--- src/hdl/clk_rst_pkg.sv ---
// Shared types for the clock/reset generator; divisor fields are sized for DIV_W_MAX = 16 bits
`default_nettype none

package clk_rst_pkg;

    localparam int DIV_W_MAX    = 16; // Upper bound for the DIV_WIDTH parameter
    localparam int NUM_DOM      = 3;
    localparam int CTRL_DIV_LSB = 16; // Divisor position in the control word

    // Domain select, address bits 3:2
    localparam logic [1:0] DOM_SOC     = 2'd0;
    localparam logic [1:0] DOM_PER     = 2'd1;
    localparam logic [1:0] DOM_CLUSTER = 2'd2;
    localparam logic [1:0] DOM_NONE    = 2'd3; // Unmapped, reads zero

    // Register select, address bits 1:0
    localparam logic [1:0] REG_CTRL   = 2'd0; // Bit 0 enable, bits 31:16 divisor
    localparam logic [1:0] REG_STATUS = 2'd1; // Bit 0 lock, read-only

    // Wishbone classic request, 39 bits
    typedef struct packed {
        logic        cyc;
        logic        stb;
        logic        we;
        logic [3:0]  adr; // Word address
        logic [31:0] dat;
    } wb_req_t;

    typedef struct packed {
        logic        ack;
        logic [31:0] dat; // Zero whenever ack is low
    } wb_rsp_t;

    typedef struct packed {
        logic                 en;
        logic [DIV_W_MAX-1:0] div; // Only the low DIV_WIDTH bits are live
    } fll_cfg_t;

    typedef struct packed {
        logic tick; // One-cycle clock enable
        logic rst;  // Active high, released on domain ticks
        logic lock;
    } dom_out_t;

endpackage

`default_nettype wire
--- src/hdl/clk_rst_gen.sv ---
// Clock/reset generator top; all domains are clock enables of clk, sel_ref_i bypasses every FLL
`default_nettype none

module clk_rst_gen #(
    parameter int DIV_WIDTH  = 8,
    parameter int LOCK_TICKS = 4,
    parameter int RST_STAGES = 3
) (
    input  logic                  clk,
    input  logic                  rst_i,
    input  clk_rst_pkg::wb_req_t  wb_req_i,
    output clk_rst_pkg::wb_rsp_t  wb_rsp_o,
    input  logic                  sel_ref_i,
    input  logic                  dbg_rst_i,
    output clk_rst_pkg::dom_out_t soc_o,
    output clk_rst_pkg::dom_out_t per_o,
    output clk_rst_pkg::dom_out_t cluster_o,
    output logic                  glob_rst_o
);

    import clk_rst_pkg::*;

    wb_req_t dom_req [NUM_DOM];
    wb_rsp_t dom_rsp [NUM_DOM];

    wb_fll_decoder i_dec (
        .clk       (clk),
        .rst_i     (rst_i),
        .wb_req_i  (wb_req_i),
        .wb_rsp_o  (wb_rsp_o),
        .dom_req_o (dom_req),
        .dom_rsp_i (dom_rsp)
    );

    fll_domain #(
        .DIV_WIDTH  (DIV_WIDTH),
        .LOCK_TICKS (LOCK_TICKS),
        .RST_STAGES (RST_STAGES),
        .USE_DBG    (1'b1)
    ) i_soc (
        .clk        (clk),
        .rst_i      (rst_i),
        .wb_req_i   (dom_req[DOM_SOC]),
        .wb_rsp_o   (dom_rsp[DOM_SOC]),
        .sel_ref_i  (sel_ref_i),
        .dbg_rst_i  (dbg_rst_i),
        .dom_o      (soc_o),
        .glob_rst_o (glob_rst_o)  // Global reset comes from the soc domain
    );

    fll_domain #(
        .DIV_WIDTH  (DIV_WIDTH),
        .LOCK_TICKS (LOCK_TICKS),
        .RST_STAGES (RST_STAGES),
        .USE_DBG    (1'b0)        // Peripherals survive a debug reset
    ) i_per (
        .clk        (clk),
        .rst_i      (rst_i),
        .wb_req_i   (dom_req[DOM_PER]),
        .wb_rsp_o   (dom_rsp[DOM_PER]),
        .sel_ref_i  (sel_ref_i),
        .dbg_rst_i  (dbg_rst_i),
        .dom_o      (per_o),
        .glob_rst_o ()
    );

    fll_domain #(
        .DIV_WIDTH  (DIV_WIDTH),
        .LOCK_TICKS (LOCK_TICKS),
        .RST_STAGES (RST_STAGES),
        .USE_DBG    (1'b1)
    ) i_cluster (
        .clk        (clk),
        .rst_i      (rst_i),
        .wb_req_i   (dom_req[DOM_CLUSTER]),
        .wb_rsp_o   (dom_rsp[DOM_CLUSTER]),
        .sel_ref_i  (sel_ref_i),
        .dbg_rst_i  (dbg_rst_i),
        .dom_o      (cluster_o),
        .glob_rst_o ()
    );

endmodule

`default_nettype wire

--- src/hdl/fll_domain.sv ---
// One clock domain; with USE_DBG = 0 the debug reset has no effect on the domain reset
`default_nettype none

module fll_domain #(
    parameter int DIV_WIDTH  = 8,
    parameter int LOCK_TICKS = 4,
    parameter int RST_STAGES = 3,
    parameter bit USE_DBG    = 1'b1
) (
    input  logic                  clk,
    input  logic                  rst_i,
    input  clk_rst_pkg::wb_req_t  wb_req_i,
    output clk_rst_pkg::wb_rsp_t  wb_rsp_o,
    input  logic                  sel_ref_i,
    input  logic                  dbg_rst_i,
    output clk_rst_pkg::dom_out_t dom_o,
    output logic                  glob_rst_o
);

    import clk_rst_pkg::*;

    fll_cfg_t cfg;
    logic     fll_tick;
    logic     fll_lock;
    logic     dom_tick;
    logic     no_src;   // Neither FLL nor reference drives the domain
    logic     dom_rst;

    fll_cfg_regs #(.DIV_WIDTH(DIV_WIDTH)) i_regs (
        .clk      (clk),
        .rst_i    (rst_i),
        .wb_req_i (wb_req_i),
        .wb_rsp_o (wb_rsp_o),
        .lock_i   (fll_lock),
        .cfg_o    (cfg)
    );

    fll_divider #(.DIV_WIDTH(DIV_WIDTH), .LOCK_TICKS(LOCK_TICKS)) i_fll (
        .clk    (clk),
        .rst_i  (rst_i),
        .cfg_i  (cfg),
        .tick_o (fll_tick),
        .lock_o (fll_lock)
    );

    assign dom_tick = sel_ref_i || fll_tick; // Reference bypass ticks every cycle
    assign no_src   = !sel_ref_i && !(cfg.en && (cfg.div[DIV_WIDTH-1:0] != '0));

    rst_sync_gen #(.RST_STAGES(RST_STAGES)) i_dom_rst (
        .clk       (clk),
        .rst_i     (rst_i),
        .src_rst_i (no_src || (USE_DBG && dbg_rst_i)),
        .tick_i    (dom_tick),
        .rst_o     (dom_rst)
    );

    // Debug-free copy, the global reset
    rst_sync_gen #(.RST_STAGES(RST_STAGES)) i_glob_rst (
        .clk       (clk),
        .rst_i     (rst_i),
        .src_rst_i (no_src),
        .tick_i    (dom_tick),
        .rst_o     (glob_rst_o)
    );

    assign dom_o.tick = dom_tick;
    assign dom_o.rst  = dom_rst;
    assign dom_o.lock = fll_lock;

endmodule

`default_nettype wire

--- src/hdl/rst_sync_gen.sv ---
// Domain reset synchronizer counted in domain ticks; RST_STAGES must be at least 2
`default_nettype none

module rst_sync_gen #(
    parameter int RST_STAGES = 3
) (
    input  logic clk,
    input  logic rst_i,
    input  logic src_rst_i,
    input  logic tick_i,
    output logic rst_o
);

    logic [RST_STAGES-1:0] sync_q; // Ones shift in toward release

    // Any reset clears the chain at once, release walks one stage per tick
    always_ff @(posedge clk) begin
        if (rst_i || src_rst_i) begin
            sync_q <= '0;
        end else if (tick_i) begin
            sync_q <= {sync_q[RST_STAGES-2:0], 1'b1};
        end
    end

    assign rst_o = !sync_q[RST_STAGES-1];

    // Release happens on a domain clock edge only
    a_release_on_tick: assert property (
        @(posedge clk) disable iff (rst_i) $fell(rst_o) |-> $past(tick_i)
    ) else $error("Domain reset released without a domain tick");

endmodule

`default_nettype wire

--- src/hdl/fll_divider.sv ---
// Behavioral FLL stand-in: one tick every D cycles of clk, lock after LOCK_TICKS ticks (>= 1)
`default_nettype none

module fll_divider #(
    parameter int DIV_WIDTH  = 8,
    parameter int LOCK_TICKS = 4
) (
    input  logic                  clk,
    input  logic                  rst_i,
    input  clk_rst_pkg::fll_cfg_t cfg_i,
    output logic                  tick_o,
    output logic                  lock_o
);

    localparam int CNT_W = $clog2(LOCK_TICKS + 1);

    logic [DIV_WIDTH-1:0] div;
    logic                 active;
    logic                 changed;
    logic                 en_q;
    logic [DIV_WIDTH-1:0] div_q;
    logic                 run_q;
    logic [DIV_WIDTH-1:0] cnt_q;      // Cycles left until the next tick
    logic [CNT_W-1:0]     tick_cnt_q;
    logic                 lock_q;
    logic                 lock_now;

    assign div     = cfg_i.div[DIV_WIDTH-1:0];
    assign active  = cfg_i.en && (div != '0); // Divisor 0 counts as off
    assign changed = (cfg_i.en != en_q) || (div != div_q);

    // A tick from the old setting is dropped in the cycle of a change
    assign tick_o   = run_q && (cnt_q == '0) && !changed;
    assign lock_now = tick_o && (tick_cnt_q == CNT_W'(LOCK_TICKS - 1));
    assign lock_o   = lock_q || lock_now;

    always_ff @(posedge clk) begin
        if (rst_i) begin
            en_q       <= 1'b0;
            div_q      <= '0;
            run_q      <= 1'b0;
            cnt_q      <= '0;
            tick_cnt_q <= '0;
            lock_q     <= 1'b0;
        end else begin
            en_q  <= cfg_i.en;
            div_q <= div;
            if (changed) begin
                run_q      <= active;
                cnt_q      <= div - 1'b1; // First tick D cycles after the change
                tick_cnt_q <= '0;
                lock_q     <= 1'b0;
            end else begin
                if (run_q) begin
                    cnt_q <= (cnt_q == '0) ? div_q - 1'b1 : cnt_q - 1'b1;
                end
                if (tick_o && !lock_q) begin
                    tick_cnt_q <= tick_cnt_q + 1'b1;
                end
                if (lock_now) begin
                    lock_q <= 1'b1;
                end
            end
        end
    end

    a_no_tick_when_off: assert property (
        @(posedge clk) disable iff (rst_i) tick_o |-> active
    ) else $error("FLL tick while disabled");

endmodule

`default_nettype wire

--- src/hdl/fll_cfg_regs.sv ---
// FLL register block; DIV_WIDTH must not exceed 16, divisor bits above DIV_WIDTH read as zero
`default_nettype none

module fll_cfg_regs #(
    parameter int DIV_WIDTH = 8
) (
    input  logic                  clk,
    input  logic                  rst_i,
    input  clk_rst_pkg::wb_req_t  wb_req_i,
    output clk_rst_pkg::wb_rsp_t  wb_rsp_o,
    input  logic                  lock_i,
    output clk_rst_pkg::fll_cfg_t cfg_o
);

    import clk_rst_pkg::*;

    logic                 req;
    logic                 start;       // First cycle of a new access
    logic                 ack_q;
    logic [31:0]          rd_mux;
    logic [31:0]          rdata_q;
    logic                 ctrl_en_q;
    logic [DIV_WIDTH-1:0] ctrl_div_q;

    assign req   = wb_req_i.cyc && wb_req_i.stb;
    assign start = req && !ack_q;

    always_comb begin
        rd_mux = '0;
        case (wb_req_i.adr[1:0])
            REG_CTRL: begin
                rd_mux[0]                         = ctrl_en_q;
                rd_mux[CTRL_DIV_LSB +: DIV_WIDTH] = ctrl_div_q;
            end
            REG_STATUS: rd_mux[0] = lock_i;
            default:    rd_mux    = '0; // Unused offsets
        endcase
    end

    always_ff @(posedge clk) begin
        if (rst_i) begin
            ack_q      <= 1'b0;
            ctrl_en_q  <= 1'b0;
            ctrl_div_q <= '0;
        end else begin
            ack_q <= start; // Never twice in a row
            if (start && wb_req_i.we && (wb_req_i.adr[1:0] == REG_CTRL)) begin
                ctrl_en_q  <= wb_req_i.dat[0];
                ctrl_div_q <= wb_req_i.dat[CTRL_DIV_LSB +: DIV_WIDTH];
            end
        end
    end

    // Held at zero outside an ack so the decoder can OR the blocks
    always_ff @(posedge clk) begin
        rdata_q <= start ? rd_mux : '0;
    end

    assign wb_rsp_o.ack = ack_q;
    assign wb_rsp_o.dat = rdata_q;

    always_comb begin
        cfg_o                   = '0;
        cfg_o.en                = ctrl_en_q;
        cfg_o.div[DIV_WIDTH-1:0] = ctrl_div_q;
    end

    // Classic master keeps request, address and direction until ack
    a_req_held: assert property (
        @(posedge clk) disable iff (rst_i)
        start |=> req && $stable(wb_req_i.adr) && $stable(wb_req_i.we)
    ) else $error("Wishbone request changed before ack");

endmodule

`default_nettype wire

--- src/hdl/wb_fll_decoder.sv ---
// Wishbone classic splitter for three FLL register blocks; domain 3 is acked here and reads zero
`default_nettype none

module wb_fll_decoder (
    input  logic                  clk,
    input  logic                  rst_i,
    input  clk_rst_pkg::wb_req_t  wb_req_i,
    output clk_rst_pkg::wb_rsp_t  wb_rsp_o,
    output clk_rst_pkg::wb_req_t  dom_req_o [clk_rst_pkg::NUM_DOM],
    input  clk_rst_pkg::wb_rsp_t  dom_rsp_i [clk_rst_pkg::NUM_DOM]
);

    import clk_rst_pkg::*;

    logic               unm_req;
    logic               unm_ack_q;
    logic [NUM_DOM-1:0] dom_ack;

    // Strobe reaches only the addressed block
    always_comb begin
        for (int i = 0; i < NUM_DOM; i++) begin
            dom_req_o[i]     = wb_req_i;
            dom_req_o[i].stb = wb_req_i.stb && (wb_req_i.adr[3:2] == 2'(i));
        end
    end

    assign unm_req = wb_req_i.cyc && wb_req_i.stb && (wb_req_i.adr[3:2] == DOM_NONE);

    // Same single-cycle ack rule as the register blocks
    always_ff @(posedge clk) begin
        if (rst_i) begin
            unm_ack_q <= 1'b0;
        end else begin
            unm_ack_q <= unm_req && !unm_ack_q;
        end
    end

    // Idle blocks return zero data, so a plain OR merges the responses
    always_comb begin
        wb_rsp_o.ack = unm_ack_q;
        wb_rsp_o.dat = '0;
        for (int i = 0; i < NUM_DOM; i++) begin
            dom_ack[i]   = dom_rsp_i[i].ack;
            wb_rsp_o.ack = wb_rsp_o.ack | dom_rsp_i[i].ack;
            wb_rsp_o.dat = wb_rsp_o.dat | dom_rsp_i[i].dat;
        end
    end

    // Only one responder per cycle, otherwise the OR merge corrupts read data
    a_single_ack: assert property (
        @(posedge clk) disable iff (rst_i) $onehot0({unm_ack_q, dom_ack})
    ) else $error("More than one Wishbone responder acknowledged");

endmodule

`default_nettype wire

--- config.mk ---
export PLATFORM = sky130hd
export DESIGN_NAME = clk_rst_gen
export DESIGN_NICKNAME = d
export VERILOG_FILES = /design/src/hdl/clk_rst_pkg.sv /design/src/hdl/clk_rst_gen.sv /design/src/hdl/fll_domain.sv /design/src/hdl/rst_sync_gen.sv /design/src/hdl/fll_divider.sv /design/src/hdl/fll_cfg_regs.sv /design/src/hdl/wb_fll_decoder.sv
export SDC_FILE = /design/constraint.sdc
export NUM_CORES = 1
export LEC_CHECK = 0
export BUFFER_PORTS_ARGS = -buffer_cell sky130_fd_sc_hd__buf_2
export CELL_PAD_IN_SITES_DETAIL_PLACEMENT = 0
export CELL_PAD_IN_SITES_GLOBAL_PLACEMENT = 1
export CORE_ASPECT_RATIO = 1.1
export CORE_MARGIN = 8
export CORE_UTILIZATION = 35
export CTS_BUF_LIST = sky130_fd_sc_hd__clkbuf_2 sky130_fd_sc_hd__clkbuf_4 sky130_fd_sc_hd__clkbuf_8
export CTS_CLUSTER_DIAMETER = 200
export DETAILED_ROUTE_END_ITERATION = 12
export HOLD_SLACK_MARGIN = 0.1
export PLACE_DENSITY_LB_ADDON = 0.1
export SLEW_MARGIN = 30
export SYNTH_ARGS = -nofsm -noshare
export SYNTH_HDL_FRONTEND = slang
export SYNTH_SLANG_ARGS = --single-unit
--- constraint.sdc ---
create_clock -name clk -period 4.8 [get_ports clk]
set_input_delay 0.96 -clock clk [delete_from_list [all_inputs] [get_ports clk]]
set_output_delay 0.96 -clock clk [all_outputs]
set_load 0.03 [all_outputs]
==> results.json, run 1 <==
{
  "grt_pass1_wl_um": 27100,
  "clock_path_buffers": 2,
  "yosys_warnings": 0,
  "place.gp.congestion": 0.853,
  "num_antenna_cells": 0,
  "dp_cells": 997,
  "cp-end-kind": "primary output",
  "gr-usage-met2_pct": 22.4,
  "synthDistinctLibCells": 68,
  "min_period_ns": 3.66,
  "synth_top_cell_area_share_pct": 41.7,
  "start_kind": "flop",
  "r2r_slack_ns": 1.41,
  "whs_ns": 0.428,
  "hold_viol": 0,
  "drt_iter0_markers": 264,
  "drv_cap": 0,
  "htree_levels": 4,
  "muxShareOfSynthArea_pct": 3.10,
  "io_buffers": 39,
  "first_pass_iters": 6,
  "period_share_pct": 76.2,
  "place_area_sq_um": 6800,
  "slowest_delay_ns": 0.53,
  "cts.sinks": 136,
  "synth_xor_xnor_area_share_pct": 6.97,
  "vias_per_cell": 5.03,
  "die_w_um": 146,
  "synth_top_family_by_area": "simple AND/OR/NAND/NOR gates",
  "crit_chain": "xnor2_1 -> nand3_1 -> nor4_2 -> buf_4 -> a31oi_1 -> inv_1 -> buf_2",
  "synth_ff_type": "dfxtp_1",
  "wl_per_cell_um": 15.9,
  "critPathArrivalTime_ns": 2.70,
  "ys_seq_elements": 136,
  "synth_most_common_cell": "dfxtp_1",
  "fmax_ghz": 0.273,
  "routed_wl_um": 16400,
  "crit_required_ns": 3.84,
  "post_layout_nonfiller_instances": 1028,
  "grt_pass1_vias": 5174,
  "status": "finished, final reports clean",
  "setup-tns-final_ns": 0,
  "core_sq_um": 18300,
  "synth_edf_count": 0,
  "synth_area_leaders": "dfxtp_1, a21oi_1, nor2_1, xnor2_1, buf_4",
  "skew_ns": 0.00972,
  "rsz0062_at_grt": "false",
  "ctsResizeCount": 0,
  "p_leak_uw": 0.00301,
  "drcViolationCount": 0,
  "drive_above_1_share_pct": 12.5,
  "fin_area_sq_um": 7260,
  "initial_core_util_pct": 35.6,
  "die_area_sq_um": 23300,
  "ant_nets": 0,
  "holdBufCountCts": 0,
  "insertion_delay_ns": 0.44,
  "rows": 52,
  "postSynthAreaPerCell_sq_um": 8.64,
  "area_delta_synth_final_pct": 11.1,
  "synth.yosys.seq_area_share_pct": 41.7,
  "ir_drop_uv": 178,
  "cts_buffers": 17,
  "slew_violations": 0,
  "netlist_instances": 756,
  "yosys.area_share.simple_pct": 24.5,
  "cp_slowest_cell": "nor4_2",
  "cts.clk_slew.worst_paths_ns": 0.07,
  "use_met1_pct": 18.9,
  "reg_top3": "i_cluster.i_regs.rdata_q (9), i_per.i_regs.rdata_q (9), i_soc.i_regs.rdata_q (9)",
  "synth-async-reset-ratio_pct": 0,
  "met3_usage_pct": 3.50,
  "n_fill_cell": 1927,
  "yosys-top-cells-count": "dfxtp_1, nor2_1, a21oi_1, nand2_1, clkbuf_1",
  "fin_nets": 825,
  "hp-class": "flop to flop",
  "synthAdderAreaFrac_pct": 1.72,
  "max_slew_margin_pct": 47.5,
  "cts_tree": "yes",
  "busiest_layer": "met2",
  "root_buffer": "clkbuf_8",
  "cp_max_fo": 15,
  "utilization_pct": 39.6,
  "p_per_area_nw_per_um2": 352,
  "fp.dieH_um": 159,
  "setup_violations": 0,
  "antenna_found_initial": 1,
  "dpl.hpwl_um": 11800,
  "grt_overflow": 0,
  "num_io_pins": 86,
  "synth_area_sq_um": 6540,
  "cts_setup_buffers": 0,
  "yosysTopAreaCell": "dfxtp_1",
  "grt.total_usage_pct": 14.3,
  "worst_slew_pin_slew_ns": 0.784,
  "synth_compound_area_share_pct": 14.6,
  "worstSetupPathType": "flop to primary output",
  "vias": 5175,
  "grt_max_degree": 61
}
==> layer usage <==
layer / part of all wire, % / vias to the layer above
met2: 46 / 85
met3: 3.0 / 18
met1: 49 / 2451
met5: 0.061 / -
met4: 1.7 / 2
li1: - / 2619
==> final timing paths <==
path,from,end,cells after the start
worst max register to register,i_cluster.i_regs.ctrl_div_q[7],i_cluster.i_fll.cnt_q[6],11
worst max-delay path,i_soc.i_regs.ctrl_div_q[3],soc_o[2],7
worst min-delay path,i_dec.unm_ack_q,i_dec.unm_ack_q,1
worst min register to register,i_dec.unm_ack_q,i_dec.unm_ack_q,1
==> cells in the final DEF, fill, tap and decap left out, types with 24 or more instances in the layout <==
cell	count
nor2_1	70
and2_1	24
nor2b_1	30
xor2_1	24
a21oi_1	57
xnor2_1	28
nand3_1	34
buf_2	39
nand2_1	54
dfxtp_1	136
==> cell families after synthesis <==
kind of cell / Yosys count
buffers and inverters: 94
adder cells (fa/ha/maj): 9
flip-flops: 136
multiplexers: 20
XOR/XNOR: 52
AND/OR/NAND/NOR: 299
AO/OA/AOI/OAI: 145
other: 1
==> final cells by class <==
type	count	area, sq um	area share [%]
multi-input cells	548	3420	47.1
flip-flops and latches	136	2720	37.5
well taps	243	304	4.19
clock buffers	22	290	4.00
repair buffers	47	268	3.69
clock inverters	9	170	2.34
inverters	23	86.3	1.19
==> stage by stage <==
stage | power (uW) | setup slack, ns
4_1_cts | 2590 | 1.05
3_5_place_dp | 1490 | 1.40
6_report | 2560 | 1.14
2_1_floorplan | 1430 | 1.29
5_1_grt | 2680 | 0.848
3_3_place_gp | 1490 | 1.44
==> where the power goes <==
| part | leakage [uW] | internal (uW) | total, uW | switching (uW) |
|---|---|---|---|---|
| sequential | 0.00110 | 1140 | 1170 | 21.5 |
| combinational | 0.00167 | 104 | 297 | 192 |
| clock | 0.000239 | 666 | 1090 | 429 |
==> critical path: cells and delay by family (launching register included) <==
kind            cells  cell delay, ns
xor+xnor            1            0.16
flops               1            0.46
compound gates      1            0.31
simple gates        2            0.63
buf+inv             3            0.68
(Power assumes the default switching activity.)
==> run 2, diff against run 1 <==
- ABC_AREA: default -> 1
- clock period: 4.8 -> 3.8 ns (I/O delays scaled with it)
==> run 2 against run 1 <==
Combinational power increased by 140%. Non-clock buffer count decreased by 5. Total power increased by 37%. Critical path type unchanged. Largest cell class unchanged.
==> results.json, run 2 <==
{
  "fin_nets": 930,
  "max_slew_margin_pct": 56.2,
  "grt_overflow": 0,
  "fp.dieH_um": 156,
  "synth_area_leaders": "dfxtp_1, nand2_1, a21oi_1, nor2_1, o21ai_0",
  "hold_viol": 0,
  "p_per_area_nw_per_um2": 511,
  "synth_compound_area_share_pct": 15.0,
  "n_fill_cell": 1900,
  "final_common_cell": "nand2_1",
  "ctsResizeCount": 0,
  "yosys_warnings": 0,
  "io_buffers": 39,
  "cts_buffers": 17,
  "worstSetupPathType": "flop to primary output",
  "cts_setup_buffers": 0,
  "hp-class": "flop to flop",
  "vias": 5174,
  "fmax_ghz": 0.334,
  "grt_max_degree": 44,
  "grt_pass1_vias": 5004,
  "synth_ff_type": "dfxtp_1",
  "yosys.area_share.simple_pct": 24.4,
  "setup_violations": 0,
  "cp-end-kind": "primary output",
  "cp_max_fo": 10,
  "drcViolationCount": 0,
  "insertion_delay_ns": 0.44,
  "rsz0062_at_grt": "false",
  "synthAdderAreaFrac_pct": 1.82,
  "num_antenna_cells": 0,
  "core_sq_um": 17500,
  "setup-tns-final_ns": 0,
  "period_share_pct": 78.8,
  "yosys-top-cells-count": "nand2_1, dfxtp_1, nor2_1, inv_1, a21oi_1",
  "vias_per_cell": 4.58,
  "whs_ns": 0.424,
  "slew_violations": 0,
  "area_delta_synth_final_pct": 11.1,
  "yosysTopAreaCell": "dfxtp_1",
  "ant_nets": 0,
  "initial_core_util_pct": 35.3,
  "synth.yosys.seq_area_share_pct": 43.9,
  "synth_top_cell_area_share_pct": 43.9,
  "skew_ns": 0.00981,
  "root_buffer": "clkbuf_8",
  "wl_per_cell_um": 13.8,
  "reg2reg_from": "i_per.i_regs.ctrl_div_q[5]",
  "netlist_instances": 846,
  "start_kind": "flop",
  "synth_most_common_cell": "nand2_1",
  "routed_wl_um": 15500,
  "crit_start": "i_soc.i_regs.ctrl_div_q[7]",
  "antenna_found_initial": 0,
  "muxShareOfSynthArea_pct": 0,
  "clock_path_buffers": 2,
  "die_w_um": 143,
  "p_leak_uw": 0.00323,
  "status": "finished, final reports clean",
  "worst_slew_pin_slew_ns": 0.651,
  "grt_pass1_wl_um": 25200,
  "first_pass_iters": 5,
  "min-delay-start": "i_dec.unm_ack_q",
  "critPathArrivalTime_ns": 2.23,
  "cts.clk_slew.worst_paths_ns": 0.08,
  "ys_seq_elements": 136,
  "final_cell_mix": "nand2_1, dfxtp_1, nor2_1",
  "place.gp.congestion": 0.768,
  "dpl.hpwl_um": 11800,
  "drv_cap": 0,
  "drt_iter0_markers": 206,
  "holdBufCountCts": 0,
  "crit_required_ns": 3.04,
  "synth_edf_count": 0,
  "synthDistinctLibCells": 36,
  "ir_drop_uv": 212,
  "cts.sinks": 136,
  "postSynthAreaPerCell_sq_um": 7.33,
  "reg_top3": "i_cluster.i_regs.rdata_q (9), i_per.i_regs.rdata_q (9), i_soc.i_regs.rdata_q (9)",
  "grt.total_usage_pct": 14.5,
  "synth_xor_xnor_area_share_pct": 2.97,
  "synth_area_sq_um": 6200,
  "cts_tree": "yes",
  "synth_top_family_by_area": "simple AND/OR/NAND/NOR gates",
  "num_io_pins": 86,
  "min_period_ns": 2.99,
  "synth-async-reset-ratio_pct": 0,
  "rows": 51,
  "die_area_sq_um": 22200,
  "drive_above_1_share_pct": 12.6,
  "htree_levels": 4
}
[run 2: changes by cell type after synthesis, moves of 13 or more]
cell and change:
nor2_1 +41, nand2_1 +101, xor2_1 -17, or3_1 -13, inv_1 +70, and2_1 -24
mux2i_1 -18, nor2b_1 -30, xnor2_1 -14, clkbuf_1 -24, a21oi_1 +27, o21ai_0 +57
[run 2: per-layer routing]
metal	up-vias	part of all wire (%)	GRT usage, %
li1	2722	-	-
met1	2372	49	18.3
met2	66	47	23.6
met3	14	3.0	3.37
met4	0	1.4	5.22
met5	-	0	0
[run 2: where the power goes]
group          leakage [uW]  switching [uW]  total (uW)  internal (uW)
clock network      0.000217             570        1270            699
logic               0.00191             488         710            222
registers           0.00110            49.2        1540           1490
[run 2: final cells by class]
| cell class | instances | area [sq um] | share of cell area [%] |
|---|---|---|---|
| Sequential cell | 136 | 2720 | 39.5 |
| Multi-Input combinational cell | 575 | 2830 | 41.0 |
| Timing Repair Buffer | 42 | 218 | 3.16 |
| Inverter | 106 | 398 | 5.78 |
| Clock buffer | 21 | 277 | 4.02 |
| Clock inverter | 11 | 148 | 2.14 |
| Tap cell | 238 | 298 | 4.32 |
[run 2: final timing paths]
kind         slack, ns                    to  cells past startpoint
max               0.81              soc_o[0]                     11
min               0.42       i_dec.unm_ack_q                      1
max reg2reg       1.49  i_per.i_fll.cnt_q[6]                     16
min reg2reg       0.42       i_dec.unm_ack_q                      1
[run 2: metrics by stage]
stage	std cells	worst slack, ns	total power [uW]	area [sq um]	utilization, %
2_1_floorplan	868	1.64	2140	6280	-
3_5_place_dp	1097	1.26	2280	6460	36.8
6_report	1129	0.806	3520	6890	39.2
5_1_grt	1129	0.534	3730	6890	39.2
3_3_place_gp	1097	1.28	2260	6460	36.8
4_1_cts	1129	0.753	3550	6890	39.2
[run 2: critical path, cell delays in order, from the launching register on]
cell and delay [ns]:
dfxtp_1 0.41, inv_2 0.07, nand2_1 0.06, nand2_1 0.04, nor2_1 0.15, nand4_1 0.15, nor2_4 0.24, nand3_1 0.16
inv_1 0.12, nand2_1 0.07, nand2_1 0.10, buf_2 0.21
[run 2: kinds of logic (layout without fill, tap and decap cells)]
family,count (synthesis),in the layout
AOI/OAI and AO/OA,176,176
xor gates and xnor gates,21,21
adders and majority gates,9,9
buffers and inverters,157,180
DFF,136,136
other,1,23
and+or+nand+nor,346,346
==> run 3, diff against run 2 <==
- ABC_AREA: 1 -> 0
- clock period: 3.8 -> 2.6 ns (I/O delays scaled with it)
==> run 3 against run 2 <==
The flow now finishes with violations (negative setup slack). Sequential share of layout area down 7.3 points. Combinational power up 23%. Critical path type is now flop to flop. Via count up 7.4%. Utilization up 7.2 points. Register-to-register slack worse by 1.8 ns. Largest power group unchanged. Worst setup slack worse by 1.2 ns. Die area up 4.8%.
==> results.json, run 3 (synthesis results as in run 1) <==
{
  "holdBufCountCts": 0,
  "ir_drop_uv": 274,
  "hold_viol": 0,
  "dpl.hpwl_um": 13100,
  "io_buffers": 39,
  "fp.dieH_um": 159,
  "htree_levels": 4,
  "drcViolationCount": 0,
  "grt_max_degree": 51,
  "clkPwrFrac_pct": 36.2,
  "p_leak_uw": 0.00366,
  "area_delta_synth_final_pct": 30.3,
  "swShare_pct": 27.1,
  "worstSetupPathType": "flop to flop",
  "cts.clk_slew.worst_paths_ns": 0.07,
  "drive_above_1_share_pct": 31.6,
  "utilization_pct": 46.4,
  "slowest_delay_ns": 0.42,
  "p_per_area_nw_per_um2": 555,
  "final_common_cell": "dfxtp_1",
  "setup_violations": 6,
  "slew_violations": 0,
  "insertion_delay_ns": 0.44,
  "cts_buffers": 17,
  "cp_max_fo": 4,
  "p_sw_uw": 1280,
  "n_fill_cell": 1852,
  "combinationalPowerShare_pct": 18.5,
  "wl_per_cell_um": 15.5,
  "whs_ns": 0.295,
  "grt_pass1_vias": 5598,
  "num_antenna_cells": 0,
  "antenna_found_initial": 0,
  "cp-end-kind": "flop",
  "root_buffer": "clkbuf_8",
  "fin_nets": 938,
  "ant_nets": 0,
  "violations": "negative setup slack",
  "skew_ns": 0.00726,
  "die_w_um": 146,
  "grt_pass1_wl_um": 28600,
  "start_kind": "flop",
  "vias_per_cell": 4.87,
  "die_area_sq_um": 23300,
  "cts.sinks": 136,
  "setup_ws_ns": -0.358,
  "crit_required_ns": 2.96,
  "fmax_ghz": 0.338,
  "crit_chain": "xnor2_2 -> nand4_1 -> nor4_4 -> mux2i_1 -> ha_2 -> inv_2 -> or3_4 -> or3_4 -> xor2_1 -> or3_1 -> o31ai_2",
  "vias": 5556,
  "critPathArrivalTime_ns": 3.32,
  "drv_cap": 0,
  "core_sq_um": 18300,
  "final_cell_mix": "dfxtp_1, buf_4, nor2_1",
  "drt_iter0_markers": 174,
  "worst_slew_pin_slew_ns": 0.635,
  "intPower_uw": 3440,
  "cp_common_cell": "or3_4",
  "rsz0062_at_grt": "true",
  "hp-class": "input pin to flop",
  "rows": 52,
  "cp_slowest_cell": "nor4_4",
  "setup-tns-final_ns": -0.837,
  "period_share_pct": 114,
  "first_pass_iters": 4,
  "routed_wl_um": 17700,
  "initial_core_util_pct": 35.6,
  "grt.total_usage_pct": 15.1,
  "status": "finished with violations",
  "num_io_pins": 86,
  "seq_power_share_pct": 45.3,
  "place.gp.congestion": 0.845,
  "grt_overflow": 0,
  "cts_tree": "yes",
  "reg_top3": "i_cluster.i_regs.rdata_q (9), i_per.i_regs.rdata_q (9), i_soc.i_regs.rdata_q (9)",
  "min_period_ns": 2.96,
  "max_slew_margin_pct": 57.7,
  "clock_path_buffers": 2
}
run 3: timing repair:
item | in CTS | in global routing
setup endpoints to repair | 12 | 14
pin swaps | 14 | 25
cloned | 0 | 0
endpoints found under the hold margin | 0 | 0
gates resized for setup | 48 | 54
setup buffers | 10 | 15
run 3: path summary, 6_finish.rpt:
kind                                          endpoint                  from  cells after the start  slack [ns]
worst max register to register    i_soc.i_fll.cnt_q[6]  i_soc.i_fll.div_q[5]                     11       -0.36
worst min-delay path            i_cluster.i_regs.ack_q          wb_req_i[34]                      2        0.30
worst min register to register         i_dec.unm_ack_q       i_dec.unm_ack_q                      1        0.42
worst max-delay path              i_soc.i_fll.cnt_q[6]  i_soc.i_fll.div_q[5]                     11       -0.36
run 3: final cells by class:
type / instances / area, sq um / share of cell area [%]
sequential: 136 / 2750 / 32.3
timing repair buffer: 160 / 1210 / 14.2
clock inverter: 7 / 65.1 / 0.764
inverter: 23 / 86.3 / 1.01
clock buffer: 25 / 332 / 3.89
tap: 243 / 304 / 3.57
multi-input combinational: 548 / 3770 / 44.3
run 3: through the flow:
stage | total power, uW | cells | worst slack, ns | cell area, sq um
detailed placement | 2880 | 1086 | -0.296 | 7510
global route | 4960 | 1142 | -0.478 | 8520
global placement | 2880 | 1086 | -0.278 | 7510
floorplan | 2650 | 778 | -0.464 | 6720
CTS | 4700 | 1127 | -0.255 | 8170
finish | 4720 | 1142 | -0.358 | 8520
run 3: metal layers:
layer	global-route usage [%]	vias to the layer above	share of wire (%)
met1	18.2	2617	46
met2	25.7	74	50
met3	3.64	20	2.8
met5	0	-	0
li1	-	2845	-
met4	5.16	0	1.4
run 3: worst max-delay path: cells and delay by family, from the launching register on:
family	cells	cell delay (ns)
AOI/OAI and AO/OA	1	0.07
adders and majority gates	1	0.25
DFF	1	0.34
muxes	1	0.29
buffers and inverters	1	0.04
xor gates and xnor gates	2	0.31
and+or+nand+nor	5	1.59
run 3: power groups by stage:
stage / logic (uW) / registers (uW) / clock network [uW]
2_1_floorplan: 469 / 2180 / 0
5_1_grt: 942 / 2140 / 1870
3_3_place_gp: 694 / 2180 / 0
6_report: 872 / 2140 / 1710
3_5_place_dp: 695 / 2180 / 0
4_1_cts: 787 / 2140 / 1780
